<file path="src/common/uart_pkg.sv">
`default_nettype none

package uart_pkg;

    ////////////////////
    // serial timing
    ////////////////////

    localparam int unsigned CLOCK_FREQUENCY = 1_000_000;     // system clock in Hz, short sims
    localparam int unsigned BAUD_RATE       = 100_000;       // line bit rate
    localparam int unsigned CLKS_PER_BIT    = CLOCK_FREQUENCY / BAUD_RATE;  // 10
    localparam int unsigned HALF_BIT        = CLKS_PER_BIT / 2;  // start bit middle
    localparam int unsigned BIT_TIMER_WIDTH = $clog2(CLKS_PER_BIT);

    ////////////////////
    // widths
    ////////////////////

    localparam int unsigned BYTE_WIDTH     = 8;
    localparam int unsigned FIFO_SIZE_LOG2 = 4;                     // 16 entries
    localparam int unsigned FIFO_DEPTH     = 2 ** FIFO_SIZE_LOG2;

    typedef logic [BYTE_WIDTH-1:0]      uart_byte_t;   // one data byte
    typedef logic [BIT_TIMER_WIDTH-1:0] bit_timer_t;   // clocks within a bit
    typedef logic [2:0]                 bit_index_t;   // data bit number
    typedef logic [FIFO_SIZE_LOG2:0]    fifo_count_t;  // 0 .. FIFO_DEPTH

    // frame position, shared by rx and tx
    typedef enum logic [1:0] {
        IDLE,
        START,
        DATA,
        STOP
    } frame_state_e;

    ////////////////////
    // status byte layout
    ////////////////////

    localparam int ST_RX_READY     = 0;   // rx queue has a byte
    localparam int ST_TX_FULL      = 1;   // tx queue holds FIFO_DEPTH bytes
    localparam int ST_TX_ACTIVE    = 2;   // frame going out
    localparam int ST_FRAMING      = 3;   // sticky, bad start or stop bit
    localparam int ST_RX_OVERFLOW  = 4;   // sticky, byte lost on rx side
    localparam int ST_RX_UNDERFLOW = 5;   // sticky, pop from empty rx queue
    localparam int ST_TX_OVERFLOW  = 6;   // sticky, push to full tx queue
    // bit 7 reads zero

endpackage

`default_nettype wire
</file>
<file path="src/hdl/uart_and_fifo.sv">
`default_nettype none

module uart_and_fifo
    import uart_pkg::*;
(
    input  wire logic       clock,
    input  wire logic       reset,
    input  wire logic       rx,             // serial in
    output logic            tx,             // serial out
    input  wire logic       tx_write,       // push tx_data
    input  wire uart_byte_t tx_data,
    input  wire logic       rx_read,        // pop rx_data
    output uart_byte_t      rx_data,        // rx queue head
    output logic            rx_ready,
    input  wire logic       clear_errors,
    output uart_byte_t      status,
    output logic            irq
);

    ////////////////////
    // receive path
    ////////////////////

    uart_byte_t  rx_byte;        // receiver to queue
    logic        rx_received;
    logic        frame_error;
    logic        rx_overflow;
    logic        rx_underflow;

    uart_rx u_uart_rx (
        .clock       (clock),
        .reset       (reset),
        .rx          (rx),
        .rx_byte     (rx_byte),
        .received    (rx_received),
        .frame_error (frame_error)
    );

    byte_fifo #(.size_log2(FIFO_SIZE_LOG2)) u_rx_fifo (
        .clock      (clock),
        .reset      (reset),
        .write      (rx_received),
        .byte_in    (rx_byte),
        .read_next  (rx_read),
        .byte_out   (rx_data),
        .data_ready (rx_ready),
        .count      (),          // fill not reported on rx side
        .overflow   (rx_overflow),
        .underflow  (rx_underflow)
    );

    ////////////////////
    // transmit path
    ////////////////////

    uart_byte_t  tx_byte;        // queue head to transmitter
    logic        tx_ready;
    logic        tx_take;
    logic        tx_active;
    fifo_count_t tx_count;
    logic        tx_overflow;

    byte_fifo #(.size_log2(FIFO_SIZE_LOG2)) u_tx_fifo (
        .clock      (clock),
        .reset      (reset),
        .write      (tx_write),
        .byte_in    (tx_data),
        .read_next  (tx_take),
        .byte_out   (tx_byte),
        .data_ready (tx_ready),
        .count      (tx_count),
        .overflow   (tx_overflow),
        .underflow  ()           // uart_tx only takes when ready
    );

    uart_tx u_uart_tx (
        .clock      (clock),
        .reset      (reset),
        .data_ready (tx_ready),
        .tx_data    (tx_byte),
        .take       (tx_take),
        .active     (tx_active),
        .tx         (tx)
    );

    ////////////////////
    // status and irq
    ////////////////////

    uart_status u_uart_status (
        .clock        (clock),
        .reset        (reset),
        .clear_errors (clear_errors),
        .frame_error  (frame_error),
        .rx_overflow  (rx_overflow),
        .rx_underflow (rx_underflow),
        .tx_overflow  (tx_overflow),
        .rx_ready     (rx_ready),
        .tx_count     (tx_count),
        .tx_active    (tx_active),
        .status       (status),
        .irq          (irq)
    );

endmodule

`default_nettype wire

</file>
<file path="src/hdl/uart_status.sv">
`default_nettype none

module uart_status
    import uart_pkg::*;
(
    input  wire logic        clock,
    input  wire logic        reset,
    input  wire logic        clear_errors,   // drops all sticky flags
    input  wire logic        frame_error,    // pulses from the paths
    input  wire logic        rx_overflow,
    input  wire logic        rx_underflow,
    input  wire logic        tx_overflow,
    input  wire logic        rx_ready,       // levels
    input  wire fifo_count_t tx_count,
    input  wire logic        tx_active,
    output uart_byte_t       status,
    output logic             irq
);

    logic       framing_flag;     // sticky copies
    logic       rx_ovf_flag;
    logic       rx_unf_flag;
    logic       tx_ovf_flag;
    uart_byte_t status_next;

    // clear beats a same-cycle error
    always_comb begin
        status_next                  = '0;
        status_next[ST_RX_READY]     = rx_ready;
        status_next[ST_TX_FULL]      = (tx_count == fifo_count_t'(FIFO_DEPTH));
        status_next[ST_TX_ACTIVE]    = tx_active;
        status_next[ST_FRAMING]      = !clear_errors && (framing_flag || frame_error);
        status_next[ST_RX_OVERFLOW]  = !clear_errors && (rx_ovf_flag || rx_overflow);
        status_next[ST_RX_UNDERFLOW] = !clear_errors && (rx_unf_flag || rx_underflow);
        status_next[ST_TX_OVERFLOW]  = !clear_errors && (tx_ovf_flag || tx_overflow);
    end

    always_ff @(posedge clock) begin
        if (reset) begin
            framing_flag <= 1'b0;
            rx_ovf_flag  <= 1'b0;
            rx_unf_flag  <= 1'b0;
            tx_ovf_flag  <= 1'b0;
            status       <= '0;
            irq          <= 1'b0;
        end else begin
            framing_flag <= status_next[ST_FRAMING];
            rx_ovf_flag  <= status_next[ST_RX_OVERFLOW];
            rx_unf_flag  <= status_next[ST_RX_UNDERFLOW];
            tx_ovf_flag  <= status_next[ST_TX_OVERFLOW];
            status       <= status_next;
            // any error or a byte waiting
            irq <= |status_next[ST_TX_OVERFLOW:ST_FRAMING] || rx_ready;
        end
    end

endmodule

`default_nettype wire

</file>
<file path="src/fifo/byte_fifo.sv">
`default_nettype none

module byte_fifo
    import uart_pkg::*;
#(
    parameter int size_log2 = FIFO_SIZE_LOG2      // depth is 2**size_log2
)(
    input  wire logic          clock,
    input  wire logic          reset,
    input  wire logic          write,         // push byte_in
    input  wire uart_byte_t    byte_in,
    input  wire logic          read_next,     // pop the head
    output uart_byte_t         byte_out,      // head byte, prefetched
    output logic               data_ready,    // byte_out is valid
    output logic [size_log2:0] count,         // bytes held, full reads as depth
    output logic               overflow,      // one cycle, push dropped
    output logic               underflow      // one cycle, pop on empty
);

    uart_byte_t           mem [2**size_log2];  // circular buffer
    logic [size_log2-1:0] head;                // next byte out
    logic [size_log2-1:0] tail;                // next free slot
    logic [size_log2-1:0] head_next;           // head + 1, wraps
    logic                 full;
    logic                 write_ok;
    logic                 read_ok;

    assign head_next = head + 1'b1;
    assign full      = count[size_log2];       // only set at exactly depth
    assign write_ok  = write && !full;
    assign read_ok   = read_next && data_ready;

    ////////////////////
    // storage
    ////////////////////

    always_ff @(posedge clock) begin
        if (write_ok) mem[tail] <= byte_in;
    end

    ////////////////////
    // pointers and fill
    ////////////////////

    always_ff @(posedge clock) begin
        if (reset) begin
            head  <= '0;
            tail  <= '0;
            count <= '0;
        end else begin
            if (write_ok) tail <= tail + 1'b1;   // wraps at power of two
            if (read_ok) head <= head_next;
            if (write_ok && !read_ok) begin
                count <= count + 1'b1;
            end else if (read_ok && !write_ok) begin
                count <= count - 1'b1;
            end
            // push and pop together leave count alone
        end
    end

    ////////////////////
    // output prefetch
    ////////////////////

    // a fresh write to an empty queue shows two cycles later
    always_ff @(posedge clock) begin
        if (reset) begin
            data_ready <= 1'b0;
        end else if (count == '0 || (read_ok && count == 1)) begin
            data_ready <= 1'b0;                  // empty, or last byte leaving
        end else begin
            data_ready <= 1'b1;
        end
    end

    always_ff @(posedge clock) begin
        if (read_ok) byte_out <= mem[head_next]; // next in line
        else byte_out <= mem[head];
    end

    ////////////////////
    // error events
    ////////////////////

    always_ff @(posedge clock) begin
        if (reset) begin
            overflow  <= 1'b0;
            underflow <= 1'b0;
        end else begin
            overflow  <= write && full;
            underflow <= read_next && !data_ready;
        end
    end

endmodule

`default_nettype wire

</file>
<file path="src/uart_tx/uart_tx.sv">
`default_nettype none

module uart_tx
    import uart_pkg::*;
(
    input  wire logic       clock,
    input  wire logic       reset,
    input  wire logic       data_ready,   // queue head is valid
    input  wire uart_byte_t tx_data,      // queue head byte
    output logic            take,         // one cycle, pops the queue
    output logic            active,       // frame in progress
    output logic            tx            // serial line out
);

    frame_state_e state;
    bit_timer_t   timer;                  // clocks into current bit
    bit_index_t   bit_index;              // data bit on the line
    uart_byte_t   tx_shift;               // copy of the byte being sent
    logic         bit_end;

    assign bit_end = (timer == bit_timer_t'(CLKS_PER_BIT - 1));

    ////////////////////
    // frame FSM
    ////////////////////

    always_ff @(posedge clock) begin
        if (reset) begin
            state     <= IDLE;
            timer     <= '0;
            bit_index <= '0;
            take      <= 1'b0;
            active    <= 1'b0;
            tx        <= 1'b1;                // line idles high
        end else begin
            take <= 1'b0;
            case (state)
                IDLE: begin
                    timer     <= '0;
                    bit_index <= '0;
                    tx        <= 1'b1;
                    if (take) begin           // byte copied this cycle
                        state <= START;
                        tx    <= 1'b0;        // start bit
                    end else if (data_ready) begin
                        take   <= 1'b1;
                        active <= 1'b1;
                    end
                end
                START: begin
                    if (bit_end) begin
                        timer <= '0;
                        tx    <= tx_shift[0]; // low bit first
                        state <= DATA;
                    end else begin
                        timer <= timer + 1'b1;
                    end
                end
                DATA: begin
                    if (bit_end) begin
                        timer <= '0;
                        if (bit_index == 3'd7) begin
                            tx    <= 1'b1;    // stop bit
                            state <= STOP;
                        end else begin
                            bit_index <= bit_index + 1'b1;
                            tx        <= tx_shift[bit_index + bit_index_t'(1)];
                        end
                    end else begin
                        timer <= timer + 1'b1;
                    end
                end
                STOP: begin
                    if (bit_end) begin
                        timer  <= '0;
                        active <= 1'b0;       // at least one idle cycle follows
                        state  <= IDLE;
                    end else begin
                        timer <= timer + 1'b1;
                    end
                end
                default: state <= IDLE;
            endcase
        end
    end

    // grab head byte while the queue pops
    always_ff @(posedge clock) begin
        if (take) tx_shift <= tx_data;
    end

endmodule

`default_nettype wire

</file>
<file path="src/uart_rx/uart_rx.sv">
`default_nettype none

module uart_rx
    import uart_pkg::*;
(
    input  wire logic clock,
    input  wire logic reset,
    input  wire logic rx,             // serial line in, idles high
    output uart_byte_t rx_byte,       // last byte assembled
    output logic      received,       // one cycle, rx_byte valid
    output logic      frame_error     // one cycle, bad start or stop bit
);

    logic         rx_meta;            // first sync stage
    logic         rx_sync;            // line sample used by the FSM
    logic         rx_last;            // previous sample, edge detect
    frame_state_e state;
    bit_timer_t   timer;              // clocks into current bit
    bit_index_t   bit_index;          // data bit being sampled
    logic         bit_end;            // one full bit time elapsed
    logic         start_edge;         // high to low on the line

    assign bit_end    = (timer == bit_timer_t'(CLKS_PER_BIT - 1));
    assign start_edge = rx_last && !rx_sync;

    ////////////////////
    // line synchronizer
    ////////////////////

    always_ff @(posedge clock) begin
        if (reset) begin
            rx_meta <= 1'b1;          // idle level
            rx_sync <= 1'b1;
            rx_last <= 1'b1;
        end else begin
            rx_meta <= rx;
            rx_sync <= rx_meta;
            rx_last <= rx_sync;
        end
    end

    ////////////////////
    // frame FSM
    ////////////////////

    always_ff @(posedge clock) begin
        received    <= 1'b0;          // both are pulses
        frame_error <= 1'b0;
        if (reset) begin
            state     <= IDLE;
            timer     <= '0;
            bit_index <= '0;
        end else begin
            case (state)
                IDLE: begin
                    timer     <= '0;
                    bit_index <= '0;
                    if (start_edge) state <= START;  // a falling edge, not just low
                end
                START: begin
                    if (timer == bit_timer_t'(HALF_BIT - 1)) begin
                        timer <= '0;              // realign on mid start bit
                        if (!rx_sync) begin
                            state <= DATA;
                        end else begin
                            frame_error <= 1'b1;  // glitch or wrong baud
                            state       <= IDLE;
                        end
                    end else begin
                        timer <= timer + 1'b1;
                    end
                end
                DATA: begin
                    if (bit_end) begin        // middle of a data bit
                        timer     <= '0;
                        bit_index <= bit_index + 1'b1;
                        if (bit_index == 3'd7) state <= STOP;
                    end else begin
                        timer <= timer + 1'b1;
                    end
                end
                STOP: begin
                    if (bit_end) begin        // middle of stop bit
                        timer <= '0;
                        state <= IDLE;        // half a bit left to find the next edge
                        if (rx_sync) received <= 1'b1;
                        else frame_error <= 1'b1;
                    end else begin
                        timer <= timer + 1'b1;
                    end
                end
                default: state <= IDLE;
            endcase
        end
    end

    // data bits land low first
    always_ff @(posedge clock) begin
        if (state == DATA && bit_end) rx_byte[bit_index] <= rx_sync;
    end

endmodule

`default_nettype wire

</file>
<file path="config.mk">
export PLATFORM = sky130hd
export DESIGN_NAME = uart_and_fifo
export DESIGN_NICKNAME = d
export VERILOG_FILES = /design/src/common/uart_pkg.sv /design/src/hdl/uart_and_fifo.sv /design/src/hdl/uart_status.sv /design/src/fifo/byte_fifo.sv /design/src/uart_tx/uart_tx.sv /design/src/uart_rx/uart_rx.sv
export SDC_FILE = /design/constraint.sdc
export NUM_CORES = 1
export LEC_CHECK = 0
export BUFFER_PORTS_ARGS = -buffer_cell sky130_fd_sc_hd__buf_2
export CELL_PAD_IN_SITES_DETAIL_PLACEMENT = 1
export CELL_PAD_IN_SITES_GLOBAL_PLACEMENT = 2
export CORE_ASPECT_RATIO = 0.8
export CORE_MARGIN = 3
export CORE_UTILIZATION = 44
export DETAILED_ROUTE_END_ITERATION = 7
export HOLD_SLACK_MARGIN = 0.1
export PLACE_DENSITY_LB_ADDON = 0.1
export SYNTH_ARGS = -nofsm -noshare
export SYNTH_HDL_FRONTEND = slang
export SYNTH_SLANG_ARGS = --single-unit
</file>
<file path="constraint.sdc">
create_clock -name clock -period 3.8 [get_ports clock]
set_input_delay 0 -clock clock [delete_from_list [all_inputs] [get_ports clock]]
set_output_delay 0 -clock clock [all_outputs]
set_load 0.005 [all_outputs]
</file>
==> impl_metrics.py, run 1 <==
metrics = {
    "status": {
        "status": "complete, no violations",
    },
    "sta": {
        "rsz0062_at_grt": "no",
        "hold_viol_final": 0,
        "tns_ns": 0,
        "fin_skew_ns": 0.0217,
        "worst_slew_margin_rel_pct": 23.5,
        "final.period_utilization_pct": 67.8,
        "post-route-min-period_ns": 2.58,
        "tightest_slew_ns": 1.14,
        "max_freq_ghz": 0.388,
        "drv_slew": 0,
        "setup_viol": 0,
    },
    "global_route": {
        "overflow": 0,
        "antenna_found_initial": 2,
        "grt_max_degree": 35,
        "grtUsageTotal_pct": 20.4,
        "grt_pass1_wl_um": 61200,
        "grt_pass1_vias": 9649,
    },
    "setup_path": {
        "crit_arrival_ns": 2.97,
        "cp_data_required_time_ns": 4.19,
        "critPathKind": "reg -> reg",
        "startpoint": "u_uart_tx.take",
        "critPathMaxFanout": 15,
        "crit_path_end_kind": "register",
        "cp-start-kind": "register",
        "reg2reg_from": "u_uart_tx.take",
    },
    "routing": {
        "drtAntennaViolNets": 0,
        "vias_per_cell": 5.89,
        "first_pass_iters": 6,
        "drc": 0,
        "wirelength_um": 40200,
        "vias": 9464,
        "wl_per_cell_um": 25.0,
        "drt_iter0_drc": 859,
    },
    "cts": {
        "clk_pin_slew_worst_paths_ns": 0.06,
        "cts.sinks": 361,
        "clk_latency_ns": 0.53,
        "cts_tree": "yes",
        "h-tree-depth": 2,
        "postCtsSetupBuffers": 0,
        "clock_path_buffers": 3,
        "cts_buffers": 40,
        "cts-root-buf": "clkbuf_16",
    },
    "worst_hold_path": {
        "min-delay-path-class": "in -> reg",
        "min-delay-start": "rx",
    },
    "finish": {
        "fin_cells": 1606,
        "stdcell_area_um2": 18400,
        "layout_common_cells": "edfxtp_1 (272), mux2i_1 (105), dfxtp_1 (87)",
        "areaGrowthSynthToFinish_pct": 12.9,
        "layout_commonest_cell": "edfxtp_1",
        "nets": 1141,
        "antenna_cells": 0,
        "drive_above_1_share_pct": 20.2,
    },
    "synthesis": {
        "synth_area_leaders": "edfxtp_1 (50%), mux4_2 (12%), dfxtp_1 (11%)",
        "synthCells": 1043,
        "synth_fp_nets": 1090,
        "yosys_warnings": 0,
        "ys_types": 51,
        "synth_edf_count": 272,
        "syn_avg_cell_area_um2": 15.7,
        "async_reset_ff_share_pct": 0,
        "seq_area_frac_synth_pct": 60.9,
        "synthFlopType": "edfxtp_1",
        "synth-seq-cells": 361,
        "synth.top_cell.area_share_pct": 50.0,
        "syn-cell-area_um2": 16300,
        "yosysTopAreaCell": "edfxtp_1",
    },
    "power_and_ir_drop": {
        "p_leak_uw": 0.00596,
        "peakVddDrop_mv": 0.392,
        "p_per_area_nw_per_um2": 534,
    },
    "die": {
        "dieArea_um2": 39500,
        "die_h_um": 178,
        "core_um2": 36200,
        "ioPinCount": 33,
        "initial_core_util_pct": 45.1,
        "die_w_um": 221,
        "core.rowCount": 62,
    },
    "placed_design": {
        "place_congestion": 0.795,
        "dp_hpwl_um": 27400,
        "dp_cells": 1519,
        "place_area_um2": 17000,
        "port_buffers": 31,
    },
    "run": {
        "cap_violations": 0,
    },
}
-- flip-flops by register name, indices dropped and copies added (netlist names), 5 cells and up, named ones only --
register / flops
u_tx_fifo.mem: 128
u_tx_fifo.byte_out: 8
u_uart_status.status: 7
u_rx_fifo.mem: 128
u_tx_fifo.count: 5
u_rx_fifo.count: 5
u_uart_tx.tx_shift: 8
u_rx_fifo.byte_out: 8
u_uart_rx.rx_byte: 8
-- routing by layer --
layer  share of wire (%)  vias to the layer above  track usage, %  wire, µm
met5               0.032                        -               0        13
met4                 1.3                        2            3.84       526
met3                 5.9                       41            3.08      2370
met2                  42                      236            28.8     16900
met1                  51                     4970            33.6     20400
li1                    -                     4215               -         -
-- final cells by class --
| cell class | count | area (µm²) |
|---|---|---|
| fillers | 3454 | 17800 |
| flip-flops and latches | 361 | 9950 |
| multi-input cells | 598 | 5980 |
| clock buffers | 56 | 1140 |
| well taps | 480 | 601 |
| repair buffers | 75 | 531 |
| clock inverters | 18 | 176 |
| inverters | 18 | 67.6 |
-- worst max-delay path, stage by stage (launching register included) --
cell     delay (ns)
dfxtp_1        0.68
nand2_1        0.51
ha_1           0.45
or4_1          0.43
a21oi_1        0.19
xnor2_1        0.13
nor2_1         0.05
-- report_power, final --
group          leakage (µW)  total (µW)  switching (µW)  internal [µW]
clock              0.000647        3880            1570           2310
combinational       0.00214        1340             699            637
sequential          0.00318        4640             200           4440
-- synth_stat cells, types with 4 or more instances --
cell type	number
buf_2	18
and2_1	16
a22oi_1	19
mux2_2	11
buf_4	12
edfxtp_1	272
o2111ai_1	8
a21oi_1	20
nor3_1	11
nand4_1	13
nand2b_1	6
nor2b_1	11
xor2_1	16
a221oi_1	15
nand3_1	19
mux2i_1	105
ha_1	33
buf_1	5
o211a_1	15
dfxtp_1	89
xnor2_1	8
mux4_1	15
and3_1	4
nand2_1	42
mux4_2	85
o21ai_0	5
inv_1	18
nor2_1	80
nand3b_1	5
clkbuf_1	27
-- kinds of logic (layout without fill, tap and decap cells) --
kind of cell	after synthesis	count (layout)	synth area share (%)
xor gates and xnor gates	26	26	1.48
DFF	361	361	60.9
and+or+nand+nor	226	226	6.73
muxes	216	216	21.3
other	1	1	0.0229
adders and majority gates	33	33	2.53
buffers and inverters	84	167	2.58
AOI/OAI and AO/OA	96	96	4.48
-- through the flow --
| stage | hold slack, ns | setup WS [ns] | utilization [%] | total power (µW) |
|---|---|---|---|---|
| final | 0.194 | 1.22 | 50.9 | 9850 |
| after CTS | 0.165 | 1.18 | 50.9 | 9960 |
| after global placement | 0.187 | 1.26 | 46.9 | 6030 |
| after global routing | 0.196 | 0.910 | 50.9 | 10300 |
| after floorplan | 0.0768 | 1.68 | - | 5610 |
| after detailed placement | 0.193 | 1.22 | 46.9 | 6050 |
-- timing repair --
action / CTS / global route
endpoints found under the hold margin: 166 / 0
hold buffers: 13 / 0
resized for setup: 0 / 0
-- worst paths after layout --
path                                         endpoint  slack [ns]  cells after the start
worst max-delay path               u_tx_fifo.count[3]        1.22                      6
worst min-delay path                u_uart_rx.rx_meta        0.19                      3
worst max register to register     u_tx_fifo.count[3]        1.22                      6
worst min register to register  u_uart_tx.tx_shift[3]        0.41                      0
(Power assumes the default switching activity.)
==> run 2: changes to the inputs <==
==> constraint.sdc (replaced) <==
create_clock -name clock -period 2.7 [get_ports clock]
set_input_delay 0 -clock clock [delete_from_list [all_inputs] [get_ports clock]]
set_output_delay 0 -clock clock [all_outputs]
set_load 0.005 [all_outputs]
==> impl_metrics.py, run 2 (synthesized netlist as in run 1, its figures left out) <==
metrics = {
    "power_and_ir_drop": {
        "p_sw_uw": 3380,
        "peakVddDrop_mv": 0.490,
        "p_clk_share_pct": 38.8,
        "intPower_uw": 10400,
        "p_per_area_nw_per_um2": 742,
        "power_frac_seq_pct": 47.0,
        "p_leak_uw": 0.00603,
        "p_sw_share_pct": 24.5,
        "pwr-share-comb_pct": 14.2,
    },
    "setup_path": {
        "crit_path_end_kind": "register",
        "cp_data_required_time_ns": 2.86,
        "critPathMaxFanout": 9,
        "crit_arrival_ns": 2.38,
        "critPathKind": "reg -> reg",
        "cp-start-kind": "register",
    },
    "worst_hold_path": {
        "min-delay-path-class": "in -> reg",
    },
    "finish": {
        "stdcell_area_um2": 18600,
        "layout_commonest_cell": "edfxtp_1",
        "top_regs": "u_rx_fifo.mem x128, u_tx_fifo.mem x128",
        "layout_common_cells": "edfxtp_1 (272), mux2i_1 (105), dfxtp_1 (87)",
        "drive_above_1_share_pct": 21.3,
        "fill_cells": 3441,
        "nets": 1158,
        "final_core_util_pct": 51.3,
        "areaGrowthSynthToFinish_pct": 13.7,
    },
    "run": {
        "cap_violations": 0,
    },
    "sta": {
        "fin_skew_ns": 0.0212,
        "tightest_slew_ns": 0.942,
        "setup_viol": 0,
        "rsz0062_at_grt": "no",
        "final.period_utilization_pct": 82.0,
        "drv_slew": 0,
        "post-route-min-period_ns": 2.21,
        "hold_viol_final": 0,
        "final.setup.worst_slack_ns": 0.486,
        "tns_ns": 0,
        "max_freq_ghz": 0.452,
        "worst_slew_margin_rel_pct": 37.1,
    },
    "global_route": {
        "grt_max_degree": 35,
        "grt_pass1_vias": 9957,
        "grt_pass1_wl_um": 61900,
        "grtUsageTotal_pct": 20.8,
        "overflow": 0,
        "antenna_found_initial": 1,
    },
    "placed_design": {
        "port_buffers": 31,
        "place_area_um2": 17200,
        "place_congestion": 0.793,
        "dp_slack_ns": 0.483,
        "dp_hpwl_um": 27300,
    },
    "routing": {
        "drt_iter0_drc": 825,
        "drc": 0,
        "first_pass_iters": 5,
        "drtAntennaViolNets": 0,
        "wirelength_um": 40700,
        "wl_per_cell_um": 25.1,
        "vias_per_cell": 5.84,
        "vias": 9471,
    },
    "die": {
        "initial_core_util_pct": 45.1,
        "ioPinCount": 33,
        "dieArea_um2": 39500,
        "core.rowCount": 62,
        "core_um2": 36200,
        "die_w_um": 221,
        "die_h_um": 178,
    },
    "cts": {
        "clock_path_buffers": 3,
        "cts.sinks": 361,
        "cts-root-buf": "clkbuf_16",
        "h-tree-depth": 2,
        "clk_pin_slew_worst_paths_ns": 0.06,
        "cts_tree": "yes",
        "clk_latency_ns": 0.53,
        "cts_buffers": 39,
    },
    "status": {
        "status": "complete, no violations",
    },
}
## run 2: per-layer routing
| metal | up-vias | wire, µm | global-route usage (%) |
|---|---|---|---|
| met5 | - | 13 | 0 |
| met4 | 2 | 590 | 4.37 |
| met3 | 48 | 2130 | 3.09 |
| met2 | 238 | 17500 | 30.8 |
| met1 | 4946 | 20500 | 32.6 |
| li1 | 4237 | - | - |
## run 2: timing repair
item	in CTS	in global routing
setup endpoints to repair	0	0
gates resized for setup	0	0
setup buffers	0	0
hold endpoints to repair	156	0
hold buffers	13	0
## run 2: layout make-up
cell class	count	area [µm²]	share of cell area, %
Tap cell	480	601	3.23
Clock inverter	17	226	1.22
Sequential cell	361	9950	53.5
Multi-Input combinational cell	598	5980	32.2
Antenna cell	2	5.00	0.0269
Timing Repair Buffer	93	703	3.78
Clock buffer	53	1060	5.69
Inverter	18	67.6	0.363
## run 2: power groups by stage
stage / sequential, µW / clock (µW) / combinational (µW)
floorplan: 6510 / 0 / 1380
global placement: 6580 / 0 / 1920
detailed placement: 6590 / 0 / 1960
CTS: 6470 / 5500 / 1980
global route: 6510 / 5730 / 2160
finish: 6480 / 5360 / 1960
## run 2: worst max-delay path, cell delays in order (launching register included)
cell	delay, ns
dfxtp_1	0.34
nor2b_1	0.58
nand2_1	0.30
nor2_1	0.63
## run 2: worst paths after layout
path,cells after the start,endpoint,start,slack [ns]
setup / recovery,3,u_rx_fifo.mem[6][6],u_rx_fifo.count[4],0.49
hold / removal,3,u_uart_rx.rx_meta,rx,0.19
setup reg to reg,3,u_rx_fifo.mem[6][6],u_rx_fifo.count[4],0.49
hold reg to reg,0,u_uart_tx.tx_shift[0],u_tx_fifo.byte_out[0],0.40
## run 2: metrics by stage
stage               cells  hold slack (ns)  power, µW
floorplan            1043           0.0768       7890
global placement     1537            0.186       8490
detailed placement   1537            0.191       8550
CTS                  1620            0.154      14000
global route         1620            0.172      14400
finish               1622            0.189      13800
==> run 3: changes to the inputs <==
--- a/config.mk
+++ b/config.mk
@@ -5,12 +5,13 @@
 export SDC_FILE = /design/constraint.sdc
 export NUM_CORES = 1
 export LEC_CHECK = 0
+export ABC_AREA = 1
 export BUFFER_PORTS_ARGS = -buffer_cell sky130_fd_sc_hd__buf_2
 export CELL_PAD_IN_SITES_DETAIL_PLACEMENT = 1
 export CELL_PAD_IN_SITES_GLOBAL_PLACEMENT = 2
 export CORE_ASPECT_RATIO = 0.8
 export CORE_MARGIN = 3
-export CORE_UTILIZATION = 44
+export CORE_UTILIZATION = 40
 export DETAILED_ROUTE_END_ITERATION = 7
 export HOLD_SLACK_MARGIN = 0.1
 export PLACE_DENSITY_LB_ADDON = 0.1
==> constraint.sdc (replaced) <==
create_clock -name clock -period 2.1 [get_ports clock]
set_input_delay 0 -clock clock [delete_from_list [all_inputs] [get_ports clock]]
set_output_delay 0 -clock clock [all_outputs]
set_load 0.005 [all_outputs]
==> impl_metrics.py, run 3 <==
metrics = {
    "setup_path": {
        "timing.rr.end": "u_tx_fifo.count[3]",
        "cp-start-kind": "register",
        "critPathMaxFanout": 5,
        "crit_path_end_kind": "register",
        "crit_arrival_ns": 2.20,
        "regToRegSetupSlack_ns": 0.34,
        "startpoint": "u_tx_fifo.count[4]",
        "reg2regPathDepth": 8,
        "reg2reg_from": "u_tx_fifo.count[4]",
        "cp_data_required_time_ns": 2.54,
        "critPathKind": "reg -> reg",
        "endpoint": "u_tx_fifo.count[3]",
    },
    "cts": {
        "cts_buffers": 40,
        "cts.sinks": 361,
        "cts-root-buf": "clkbuf_16",
        "postCtsHoldBufs": 15,
        "h-tree-depth": 2,
        "clock_path_buffers": 3,
        "clk_latency_ns": 0.57,
        "cts_resized": 0,
        "postCtsSetupBuffers": 0,
        "clk_pin_slew_worst_paths_ns": 0.06,
        "cts_tree": "yes",
    },
    "global_route": {
        "antenna_found_initial": 1,
        "overflow": 0,
        "grt_pass1_vias": 14300,
        "grtUsageTotal_pct": 23.2,
        "grt_max_degree": 54,
        "grt_pass1_wl_um": 82100,
    },
    "sta": {
        "tns_ns": 0,
        "setup_viol": 0,
        "tightest_slew_ns": 0.807,
        "fin_skew_ns": 0.0214,
        "post-route-min-period_ns": 1.76,
        "worst_slew_margin_rel_pct": 46.2,
        "final.setup.worst_slack_ns": 0.341,
        "hold_viol_final": 0,
        "drv_slew": 0,
        "max_freq_ghz": 0.568,
        "rsz0062_at_grt": "no",
        "final.period_utilization_pct": 83.8,
    },
    "synthesis": {
        "synthTopCellsByCount": "nand2_1 (506), edfxtp_1 (272), nand3_1 (246)",
        "syn_avg_cell_area_um2": 9.13,
        "seq_area_frac_synth_pct": 57.3,
        "synth.top_cell.area_share_pct": 47.0,
        "ys_types": 35,
        "synth_edf_count": 272,
        "synth.most_common_cell": "nand2_1",
        "synthCells": 1903,
        "syn-cell-area_um2": 17400,
        "synth_area_leaders": "edfxtp_1 (47%), nand2_1 (11%), dfxtp_1 (10%)",
        "yosys_warnings": 0,
        "synthFlopType": "edfxtp_1",
        "synth-seq-cells": 361,
        "async_reset_ff_share_pct": 0,
        "yosysTopAreaCell": "edfxtp_1",
        "synth_fp_nets": 1950,
    },
    "power_and_ir_drop": {
        "p_leak_uw": 0.00765,
        "power_uw": 19800,
        "peakVddDrop_mv": 0.549,
        "p_per_area_nw_per_um2": 993,
    },
    "die": {
        "core.rowCount": 67,
        "die_h_um": 192,
        "die_w_um": 239,
        "ioPinCount": 33,
        "initial_core_util_pct": 41.0,
        "dieArea_um2": 46000,
        "core_um2": 42400,
    },
    "status": {
        "status": "complete, no violations",
    },
    "routing": {
        "drc": 0,
        "drt_iter0_drc": 908,
        "wirelength_um": 52400,
        "vias": 13800,
        "wl_per_cell_um": 20.5,
        "first_pass_iters": 4,
        "vias_per_cell": 5.39,
        "drtAntennaViolNets": 0,
    },
    "run": {
        "cap_violations": 0,
    },
    "finish": {
        "nets": 2019,
        "fill_cells": 4855,
        "fin_cells": 2554,
        "top_regs": "u_rx_fifo.mem x128, u_tx_fifo.mem x128",
        "layout_commonest_cell": "nand2_1",
        "stdcell_area_um2": 19900,
        "antenna_cells": 0,
        "layout_common_cells": "nand2_1 (506), edfxtp_1 (272), nand3_1 (246)",
        "areaGrowthSynthToFinish_pct": 14.5,
        "drive_above_1_share_pct": 9.84,
    },
    "placed_design": {
        "port_buffers": 31,
        "dp_hpwl_um": 36400,
        "place_area_um2": 18400,
        "place_congestion": 0.800,
        "dp_cells": 2467,
        "dp_slack_ns": 0.347,
    },
    "worst_hold_path": {
        "min-delay-start": "rx",
        "min-delay-path-class": "in -> reg",
    },
}
[run 3: area by class of cell]
| cell class | count | area [µm²] | area share (%) |
|---|---|---|---|
| Clock buffer | 61 | 1230 | 6.19 |
| Multi-Input combinational cell | 1219 | 6080 | 30.5 |
| Timing Repair Buffer | 135 | 1020 | 5.14 |
| Clock inverter | 11 | 105 | 0.528 |
| Tap cell | 552 | 691 | 3.47 |
| Sequential cell | 361 | 9960 | 50.1 |
| Inverter | 215 | 807 | 4.06 |
[run 3: worst max-delay path, stage by stage, from the launching register on]
cell and delay [ns]:
dfxtp_1 0.33, nor2_1 0.19, ha_1 0.31, inv_1 0.12, nand2_1 0.08, o21ai_0 0.15, o21ai_0 0.17, o21ai_0 0.23
a21oi_1 0.07
[run 3: worst min-delay path by stage]
stage,endpoint,slack (ns),cells past startpoint
6_report,u_uart_rx.rx_meta,0.16,3
5_1_grt,u_uart_rx.rx_meta,0.16,3
4_1_cts,u_uart_rx.rx_meta,0.13,3
3_5_place_dp,u_uart_rx.rx_meta,0.19,2
3_3_place_gp,u_uart_rx.rx_meta,0.19,2
2_1_floorplan,u_tx_fifo.mem[0][0],0.1,0
[run 3: where the power goes]
group | switching [µW] | internal (µW)
Clock | 2900 | 4280
Sequential | 358 | 8080
Combinational | 2720 | 1420
[run 3: through the flow]
step	hold slack, ns	util, %
4_1_cts	0.130	46.9
6_report	0.157	46.9
3_3_place_gp	0.188	43.4
3_5_place_dp	0.190	43.4
2_1_floorplan	0.0989	-
5_1_grt	0.161	46.9
[run 3: kinds of logic (layout without fill, tap and decap cells)]
| kind of cell | Yosys count | after routing | synth area share, % |
|---|---|---|---|
| AND/OR/NAND/NOR | 865 | 865 | 20.8 |
| flip-flops | 361 | 361 | 57.3 |
| buffers and inverters | 323 | 422 | 7.76 |
| AO/OA/AOI/OAI | 310 | 310 | 11.0 |
| adder cells (fa/ha/maj) | 33 | 33 | 2.38 |
| XOR/XNOR | 10 | 10 | 0.806 |
| other | 1 | 1 | 0.0216 |
[run 3: routing by layer]
layer  part of all wire [%]  vias up  track usage (%)  wire length, µm
met1                     53     6859             36.2            27600
met3                    4.3       56             3.47             2230
met5                  0.015        -                0                8
met4                    1.4        2             4.46              737
met2                     42      240             34.3            21800
li1                       -     6610                -                -
